--- src/umi_defines.svh ---
/* umi device defines
   packet widths, group decode and register count */

`ifndef UMI_DEFINES_SVH
`define UMI_DEFINES_SVH

//####################
// packet fields
//####################
`define UMI_AW 64         // address width
`define UMI_CW 32         // command width
`define UMI_DW 256        // packet data width

//####################
// register bank
//####################
`define UMI_RW 64         // register width
`define UMI_NREGS 16      // register count

//####################
// group decode
//####################
// group field sits in the destination address
`define UMI_GRPOFFSET 24  // lowest group bit
`define UMI_GRPAW 4       // group field width
`define UMI_GRPID 0       // this device's group

`endif

--- src/umi_pkg.sv ---
/* umi package
   packet field types, opcodes and command word pack/unpack */

`default_nettype none

`include "umi_defines.svh"

package umi_pkg;

   //####################
   // field types
   //####################
   typedef logic [`UMI_AW-1:0] umi_addr_t;     // address word
   typedef logic [`UMI_CW-1:0] umi_cmd_word_t; // raw command
   typedef logic [`UMI_DW-1:0] umi_data_t;     // packet data
   typedef logic [`UMI_RW-1:0] reg_data_t;     // register data

   // opcodes in cmd[4:0]
   typedef enum logic [4:0] {
      REQ_READ       = 5'd1,
      RESP_READ      = 5'd2,
      REQ_WRITE      = 5'd3,
      REQ_ATOMIC_ADD = 5'd9
   } umi_opcode_e;

   // decoded command, msb first
   typedef struct packed {
      logic [`UMI_CW-9:0] options; // bits 31:8
      logic [2:0]         size;    // 2**size bytes
      umi_opcode_e        opcode;  // bits 4:0
   } umi_cmd_t;

   //####################
   // pack / unpack
   //####################
   function automatic umi_cmd_t umi_unpack(input umi_cmd_word_t word);
      umi_cmd_t cmd;
      cmd.opcode  = umi_opcode_e'(word[4:0]); // raw value kept
      cmd.size    = word[7:5];
      cmd.options = word[`UMI_CW-1:8];
      return cmd;
   endfunction

   function automatic umi_cmd_word_t umi_pack(input umi_cmd_t cmd);
      umi_cmd_word_t word;
      word[4:0]         = cmd.opcode;
      word[7:5]         = cmd.size;
      word[`UMI_CW-1:8] = cmd.options;
      return word;
   endfunction

endpackage

`default_nettype wire

--- src/reg_if.sv ---
/* register access bus
   strobes and data between the umi translator and the bank */

`default_nettype none

`include "umi_defines.svh"

interface reg_if
   import umi_pkg::*;
   ();

   umi_addr_t   addr;   // full request address
   logic        read;   // one-cycle read strobe
   logic        write;  // one-cycle write strobe
   umi_opcode_e opcode; // selects plain vs atomic write
   logic [2:0]  size;   // byte count is 2**size
   reg_data_t   wrdata; // write data / add operand
   reg_data_t   rddata; // registered read data

   modport ctrl (output addr, read, write, opcode, size, wrdata, input rddata);
   modport bank (input addr, read, write, opcode, size, wrdata, output rddata);

endinterface

`default_nettype wire

--- src/umi_regif.sv ---
/* umi register interface
   turns umi requests into register strobes and returns read responses */

`default_nettype none

`include "umi_defines.svh"

module umi_regif
   import umi_pkg::*;
   #(parameter logic [`UMI_GRPAW-1:0] grp_id = '0) // group this device answers
   (
      input  logic          clk,
      input  logic          nreset,
      // umi request
      input  logic          req_valid,
      input  umi_cmd_word_t req_cmd,
      input  umi_addr_t     req_dstaddr,
      input  umi_addr_t     req_srcaddr,
      input  umi_data_t     req_data,
      output logic          req_ready,
      // umi response
      output logic          resp_valid,
      output umi_cmd_word_t resp_cmd,
      output umi_addr_t     resp_dstaddr,
      output umi_addr_t     resp_srcaddr,
      output umi_data_t     resp_data,
      input  logic          resp_ready,
      // register side
      reg_if.ctrl           regs
   );

   umi_cmd_t  req_dec;     // unpacked request command
   logic      group_match; // dst group hits this device
   logic      req_accept;  // request handshake
   logic      is_read;     // read or atomic
   logic      is_write;    // write or atomic
   umi_cmd_t  resp_cmd_q;  // captured request command
   umi_addr_t resp_dst_q;  // captured request source
   umi_cmd_t  resp_dec;    // response command before pack

   //####################
   // request decode
   //####################
   always_comb begin
      req_dec = umi_unpack(req_cmd);
   end

   assign group_match = (req_dstaddr[`UMI_GRPOFFSET +: `UMI_GRPAW] == grp_id);
   assign req_accept  = req_valid & req_ready;

   assign is_read  = (req_dec.opcode == REQ_READ) | (req_dec.opcode == REQ_ATOMIC_ADD);
   assign is_write = (req_dec.opcode == REQ_WRITE) | (req_dec.opcode == REQ_ATOMIC_ADD);

   // strobes only on a group hit, misses are swallowed
   assign regs.read   = req_accept & group_match & is_read;
   assign regs.write  = req_accept & group_match & is_write;
   assign regs.addr   = req_dstaddr;
   assign regs.opcode = req_dec.opcode;
   assign regs.size   = req_dec.size;
   assign regs.wrdata = req_data[`UMI_RW-1:0]; // low lane only

   // ready toggles while traffic flows, so one gap after each accept
   always_ff @(posedge clk or negedge nreset) begin
      if (!nreset) begin
         req_ready <= 1'b0;
      end else if (req_valid & resp_ready) begin
         req_ready <= ~req_ready;
      end else begin
         req_ready <= 1'b0; // stall on back-pressure
      end
   end

   //####################
   // response
   //####################
   // new read wins over the handshake so back-to-back stays valid
   always_ff @(posedge clk or negedge nreset) begin
      if (!nreset) begin
         resp_valid <= 1'b0;
      end else if (regs.read) begin
         resp_valid <= 1'b1;
      end else if (resp_valid & resp_ready) begin
         resp_valid <= 1'b0;
      end
   end

   always_ff @(posedge clk) begin
      if (regs.read) begin
         resp_cmd_q <= req_dec;     // size and options echoed back
         resp_dst_q <= req_srcaddr; // reply goes to the requester
      end
   end

   always_comb begin
      resp_dec        = resp_cmd_q;
      resp_dec.opcode = RESP_READ;
   end

   assign resp_cmd     = umi_pack(resp_dec);
   assign resp_dstaddr = resp_dst_q;
   assign resp_srcaddr = '0;
   assign resp_data    = {(`UMI_DW/`UMI_RW){regs.rddata}}; // all lanes same

endmodule

`default_nettype wire

--- src/umi_reg_file.sv ---
/* register bank
   sixteen 64-bit registers with masked write, atomic add and registered read */

`default_nettype none

`include "umi_defines.svh"

module umi_reg_file
   import umi_pkg::*;
   (
      input  logic clk,
      input  logic nreset,
      reg_if.bank  regs
   );

   localparam int idx_w = $clog2(`UMI_NREGS); // register index bits

   reg_data_t        mem [`UMI_NREGS]; // the registers
   logic [idx_w-1:0] idx;              // addressed register
   reg_data_t        old_val;          // current contents
   reg_data_t        byte_mask;        // bytes touched by a write
   reg_data_t        wr_val;           // next contents

   // low 2**size bytes set
   function automatic reg_data_t size_mask(input logic [2:0] size);
      reg_data_t mask;
      mask = '0;
      for (int i = 0; i < `UMI_RW/8; i++) begin
         if (i < (1 << size)) begin
            mask[i*8 +: 8] = 8'hff;
         end
      end
      return mask;
   endfunction

   //####################
   // write data path
   //####################
   assign idx       = regs.addr[3 +: idx_w]; // 8-byte aligned regs
   assign old_val   = mem[idx];
   assign byte_mask = size_mask(regs.size);

   always_comb begin
      if (regs.opcode == REQ_ATOMIC_ADD) begin
         wr_val = old_val + regs.wrdata; // wraps at 2**64
      end else begin
         wr_val = (old_val & ~byte_mask) | (regs.wrdata & byte_mask);
      end
   end

   //####################
   // storage
   //####################
   always_ff @(posedge clk or negedge nreset) begin
      if (!nreset) begin
         for (int i = 0; i < `UMI_NREGS; i++) begin
            mem[i] <= '0;
         end
      end else if (regs.write) begin
         mem[idx] <= wr_val;
      end
   end

   // old value, so an atomic returns the pre-add contents
   always_ff @(posedge clk) begin
      if (regs.read) begin
         regs.rddata <= old_val;
      end
   end

endmodule

`default_nettype wire

--- src/umi_dev_top.sv ---
/* umi device endpoint
   umi request/response ports over a small register bank */

`default_nettype none

`include "umi_defines.svh"

module umi_dev_top
   import umi_pkg::*;
   (
      input  logic          clk,
      input  logic          nreset,
      // umi request
      input  logic          req_valid,
      input  umi_cmd_word_t req_cmd,
      input  umi_addr_t     req_dstaddr,
      input  umi_addr_t     req_srcaddr,
      input  umi_data_t     req_data,
      output logic          req_ready,
      // umi response
      output logic          resp_valid,
      output umi_cmd_word_t resp_cmd,
      output umi_addr_t     resp_dstaddr,
      output umi_addr_t     resp_srcaddr,
      output umi_data_t     resp_data,
      input  logic          resp_ready
   );

   reg_if regs (); // translator to bank

   //####################
   // umi translator
   //####################
   umi_regif #(
      .grp_id (`UMI_GRPAW'(`UMI_GRPID))
   ) u_regif (
      .clk          (clk),
      .nreset       (nreset),
      .req_valid    (req_valid),
      .req_cmd      (req_cmd),
      .req_dstaddr  (req_dstaddr),
      .req_srcaddr  (req_srcaddr),
      .req_data     (req_data),
      .req_ready    (req_ready),
      .resp_valid   (resp_valid),
      .resp_cmd     (resp_cmd),
      .resp_dstaddr (resp_dstaddr),
      .resp_srcaddr (resp_srcaddr),
      .resp_data    (resp_data),
      .resp_ready   (resp_ready),
      .regs         (regs.ctrl)
   );

   //####################
   // register bank
   //####################
   umi_reg_file u_reg_file (
      .clk    (clk),
      .nreset (nreset),
      .regs   (regs.bank)
   );

endmodule

`default_nettype wire

--- config.mk ---
export PLATFORM = sky130hd
export DESIGN_NAME = umi_dev_top
export DESIGN_NICKNAME = d
export VERILOG_FILES = /design/src/umi_pkg.sv /design/src/reg_if.sv /design/src/umi_regif.sv /design/src/umi_reg_file.sv /design/src/umi_dev_top.sv
export VERILOG_INCLUDE_DIRS = /design/src
export SDC_FILE = /design/constraint.sdc
export NUM_CORES = 2
export LEC_CHECK = 0
export ABC_AREA = 1
export BUFFER_PORTS_ARGS = -buffer_cell sky130_fd_sc_hd__buf_4
export CAP_MARGIN = 0
export CORE_MARGIN = 8
export CORE_UTILIZATION = 50
export DETAILED_ROUTE_END_ITERATION = 10
export GPL_TIMING_DRIVEN = 0
export PLACE_DENSITY = 0.71
export RECOVER_POWER = 100
export SYNTH_ARGS = -nofsm -noshare
export SYNTH_HDL_FRONTEND = slang
export SYNTH_HIERARCHICAL = 1
export SYNTH_SLANG_ARGS = --single-unit
--- constraint.sdc ---
create_clock -name clk -period 4.95 [get_ports clk]
set_input_delay 0.495 -clock clk [delete_from_list [all_inputs] [get_ports clk]]
set_output_delay 0.495 -clock clk [all_outputs]
set_load 0.005 [all_outputs]
# After elaboration in Yosys (flattened, before gate mapping)
# Index checks and enable logic that the tools add are counted.
[totals]
regBits = 1181
inputBits = 420
out_inout_bits = 418
[classes]
add_sub_neg = 1
magnitude_cmp = 10
eq_ne = 3
shift = 1
muxes = 18
n_bitwise = 14
reduce_logical = 3
[op_table]
columns = ["operator", "count"]
rows = [
  ["$bwmux W1024", 1],
  ["$bmux W64 S4", 1],
  ["$demux W64 S4", 1],
  ["$mux W64", 4],
  ["$and A64 B64 Y64", 2],
  ["$lt A4 B32 Y1 const A", 4],
  ["$add A64 B64 Y64", 1],
  ["$lt A3 B32 Y1 const A", 2],
  ["$mux W8", 8],
  ["$not A64 Y64", 1],
  ["$or A64 B64 Y64", 1],
  ["$lt A1 B32 Y1 const A", 1],
  ["$lt A2 B32 Y1 const A", 1],
  ["$shl A1 B3 Y32 const A", 1],
  ["$and A1 B1 Y1", 6],
  ["$eq A5 B1 Y1 const B", 1],
  ["$eq A5 B2 Y1 const B", 1],
  ["$eq A5 B4 Y1 const B", 1],
  ["$ge A5 B5 Y1 const B", 1],
  ["$lt A5 B1 Y1 const B", 1],
  ["$not A4 Y5", 1],
  ["$logic_not A4 Y1", 1],
  ["$mux W1", 3],
  ["$or A1 B1 Y1", 2],
  ["3 further kinds", 3],
]

# Longest topological paths before layout
[depth]
depth_word = 8
mapped_depth = 29
depth_no_buf = 24

# Cells and area by module
# Netlist, hierarchy kept.
[by_module_without_submodules]
columns = ["mod", "n_inst", "cells_per_inst", "area_per_inst_um2"]
rows = [
  ["umi_reg_file", 1, 7117, 55557.0],
  ["umi_regif", 1, 576, 6339.8],
]

# Worst setup path before layout
# OpenSTA, ideal clock, no wires.
[synth_path]
path_type = "input to register"
start = "input port req_dstaddr[25]"
end = "register u_reg_file.regs.rddata[0], enable pin"
arrival_time_ns = 3.812
t_required_ns = 4.442
setup_slack_ns = 0.630
path_stages = 5
path_buffers = 0
path_cell_list = "nor2_1 -> nand2_1 -> nor2_2 -> nand2_1 -> inv_1"
[synth_between]
elab_chain_cells = 3
[synth_rtl]
columns = ["element", "line_no", "rtl"]
rows = [
  ["start, declared", "umi_dev_top.sv:16", "input umi_addr_t req_dstaddr,"],
  ["$logic_not A4 Y1", "umi_regif.sv:48", "assign group_match = (req_dstaddr[`UMI_GRPOFFSET +: `UMI_GRPAW] == grp_id);"],
  ["$and A1 B1 Y1 (2 in series)", "umi_regif.sv:55", "assign regs.read = req_accept & group_match & is_read;"],
  ["via regs.read", "reg_if.sv:13", "logic read;"],
  ["end signal, assigned", "umi_reg_file.sv:67", "regs.rddata <= old_val;"],
  ["end, declared", "reg_if.sv:21", "modport bank (input addr, read, write, opcode, size, wrdata, output rddata);"],
]
# The timed path passes the listed nets, and every way through them passes these cells.
# A chain may end at the register's enable or synchronous reset.

# Worst setup path in the final report
[layout_path]
start = "input port req_dstaddr[5]"
end = "register u_reg_file/mem[825] (netlist bit)"
[layout_between]
word_cells_on_any_way = 14
cone_classes = "add/sub: 1; order compare: 2; mux: 7; bitwise: 3; reduce/logical: 1"
[layout_rtl]
columns = ["element", "line_no", "rtl"]
rows = [
  ["$not A4 Y5 (not written as such)", "umi_reg_file.sv:40", "assign old_val = mem[idx];"],
  ["$bmux W64 S4", "umi_reg_file.sv:40", ""],
  ["$mux W64 (not written as such) (2 in series)", "umi_reg_file.sv:40", ""],
  ["via u_reg_file.old_val[52]", "umi_reg_file.sv:20", "reg_data_t old_val;"],
  ["$add A64 B64 Y64", "umi_reg_file.sv:45", "wr_val = old_val + regs.wrdata;"],
  ["$mux W64", "umi_reg_file.sv:44", "if (regs.opcode == REQ_ATOMIC_ADD) begin"],
  ["$bwmux W1024", "umi_reg_file.sv:60", "mem[idx] <= wr_val;"],
  ["end signal, assigned by index", "umi_reg_file.sv:60", ""],
  ["end, declared", "umi_reg_file.sv:18", "reg_data_t mem [`UMI_NREGS];"],
]
# The timed path passes the listed nets, and every way through them passes these cells. The select of a mux whose other input is x is not followed.

==> impl_metrics.json <==
{
  "fill_cells": 11010,
  "reg2reg_to": "u_reg_file/mem[867]",
  "antenna_found_initial": 10,
  "cap_viol_max_count": 7,
  "drive_gt1_share_pct": 16.16,
  "max_stage_delay_ns": 0.85,
  "via_per_inst": 5.785,
  "die_h_um": 366.6,
  "p_total_mw": 20.95,
  "worstSkewPairLatency_ns": 0.75,
  "fin_nets": 8876,
  "hold_viol": 0,
  "drc": 0,
  "cpMostUsedCell": "nand2_1",
  "die_w_um": 366.6,
  "hp-class": "in2reg",
  "p_per_area_nw_per_um2": 290.1,
  "syn_to_final_growth_pct": 17.55,
  "cts_tree": "built",
  "max_freq_ghz": 0.2003,
  "cts_num_sinks": 1181,
  "p_leak_nw": 38.97,
  "dp.final_hpwl_mm": 183.9,
  "antenna_left": 0,
  "path_class": "in2reg",
  "drtPass1Iterations": 8,
  "hold_depth": 4,
  "wirelength_mm": 251.7,
  "start_util_pct": 50.42,
  "numPortBuffers": 452,
  "fp.coreArea_um2": 121900,
  "status": "complete, but fails checks",
  "setup_tns_ns": -0.3178,
  "r2r_slack_ns": 0.39,
  "period_needed_ns": 4.992,
  "min_from": "req_cmd[1]",
  "worstMarginPinSlew_ns": 3.510,
  "drt_iter0_drc": 8179,
  "rr_worst_depth": 18,
  "wl_per_cell_um": 24.82,
  "rows": 128,
  "setup_ws_ns": -0.04243,
  "clock-root-buffer": "clkbuf_16",
  "place_area_um2": 67390,
  "grt_max_degree": 172,
  "crit_fanout": 10,
  "required_ns": 5.57,
  "hold_end": "u_regif/resp_valid",
  "cts_max_level": 3,
  "slowest_stage": "clkbuf_1",
  "via_count": 58670,
  "gr-usage-all-layers_pct": 35.88,
  "synth_area_per_cell_um2": 8.050,
  "dieArea_um2": 134400,
  "worstSetupStartpointType": "primary input",
  "slew-limit-headroom_pct": -134.0,
  "netlist_instances": 7633,
  "worstPathCellList": "buf_4 > inv_1 > nor2_1 > clkbuf_1 > clkbuf_1 > nand2_1 > nand2_1 > nor2_1 > inv_1 > ha_1 > nand2_1 > inv_1 > a21oi_1 > nor2_1 > nor2_1 > nand2_1 > a21oi_1 > nand2_1 > nand2_1 > nand3_1 > nand2_4 > clkbuf_2 > nand2_1 > nand2_1",
  "finalMaxSlewViolations": 304,
  "hold_slack_ns": 0.1019,
  "globalRoute.totalOverflow": 0,
  "violations": "capacitance limit, slew limit, setup timing",
  "period_share_pct": 100.9,
  "final_cell_area_um2": 72230,
  "place_congestion": 0.9956,
  "cts_buffer_depth": 3,
  "dp_cells": 9790,
  "finClkSkew_ns": 0.06074,
  "clk_pin_slew_worst_paths_ns": 0.06,
  "crit_path_end_kind": "register",
  "setup_viol": 11,
  "r2r_start": "u_reg_file/mem[26]",
  "ioPinCount": 838,
  "ys_warn_count": 6,
  "grt_pass1_vias": 55360,
  "pre_cts_slack_ns": -1.122,
  "cts_buffers": 120,
  "ir_drop_mv": 0.2949,
  "grt_pass1_wl_mm": 365.0,
  "finalNonFillerCells": 10140,
  "cp.arrival_ns": 5.62,
  "final_util_pct": 59.26,
  "syn-cell-area_um2": 61450
}
[worst max-delay path: cells and delay by family]
kind | cells | cell delay [ns]
AND/OR/NAND/NOR | 14 | 1.85
AO/OA/AOI/OAI | 2 | 0.56
buffers and inverters | 7 | 2.31
adder cells (fa/ha/maj) | 1 | 0.34
[worst max path at each step]
stage	slack [ns]	endpoint	depth (start not counted)	start
floorplan	0.63	u_reg_file/regs.rddata[0]	5	req_dstaddr[25]
global placement	-9.03	u_reg_file/mem[173]	1	nreset
detailed placement	-1.12	u_reg_file/mem[866]	24	req_dstaddr[4]
CTS	0.002	u_reg_file/mem[356]	25	req_dstaddr[4]
global route	-0.01	u_reg_file/mem[558]	26	req_dstaddr[4]
finish	-0.04	u_reg_file/mem[825]	24	req_dstaddr[5]
[layout by cell type (no fill, tap or decap), types with 14 or more instances in the layout]
cell and count:
nand2_4 22, nand4_1 33, clkinv_2 23, clkbuf_8 28, ha_1 63, dfrtp_1 1026, buf_1 29, o21ai_1 66
inv_2 15, buf_6 70, clkbuf_4 372, clkbuf_2 17, edfxtp_1 155, o211ai_2 23, clkbuf_1 299, o21ai_0 219
a22oi_1 466, xnor2_1 17, buf_4 443, a22oi_2 30, clkbuf_16 121, inv_1 392, nand3_1 345, diode_2 21
nor2_1 174, a21oi_1 101, nand2_2 14, buf_2 113, dlygate4sd3_1 94, nand2_1 3523, conb_1 69
[repair_timing]
action | CTS | global route
endpoints found under the setup margin | 219 | 521
gates resized for setup | 15 | 22
buffers inserted | 0 | 12
pin swaps | 0 | 7
hold endpoints to repair | 221 | 0
hold buffers | 94 | 0
[area by class of cell]
class	count	area (µm²)	area share [%]
multi-input combinational	5260	24330	33.69
sequential	1181	30330	41.99
tap	1625	2033	2.815
clock buffer	178	3530	4.887
clock inverter	48	579.3	0.8021
timing repair buffer	571	4363	6.040
buffer	847	5465	7.567
inverter	411	1544	2.138
antenna	21	52.55	0.07276
[power by group]
| group | leakage (nW) | total (mW) | switching [mW] | internal [mW] |
|---|---|---|---|---|
| registers | 15.8 | 9.84 | 0.00531 | 9.83 |
| clock network | 2.04 | 9.48 | 4.02 | 5.46 |
| logic | 21.1 | 1.63 | 1.17 | 0.458 |
[registers in the layout, summed over array words and instances (netlist names)]
signal                  flops
u_reg_file/mem           1024
u_reg_file/regs.rddata     64
u_regif/req_ready           1
u_regif/resp_cmd           27
u_regif/resp_dstaddr       64
u_regif/resp_valid          1
[layer usage]
layer / global-route usage [%] / wire length [µm] / up-vias
li1: - / - / 25510
met1: 45.75 / 93130 / 28200
met2: 53.48 / 108700 / 4148
met3: 12.45 / 34000 / 805
met4: 19.61 / 15780 / 4
met5: 0 / 34 / -
Power figures use the tool's default switching activity.
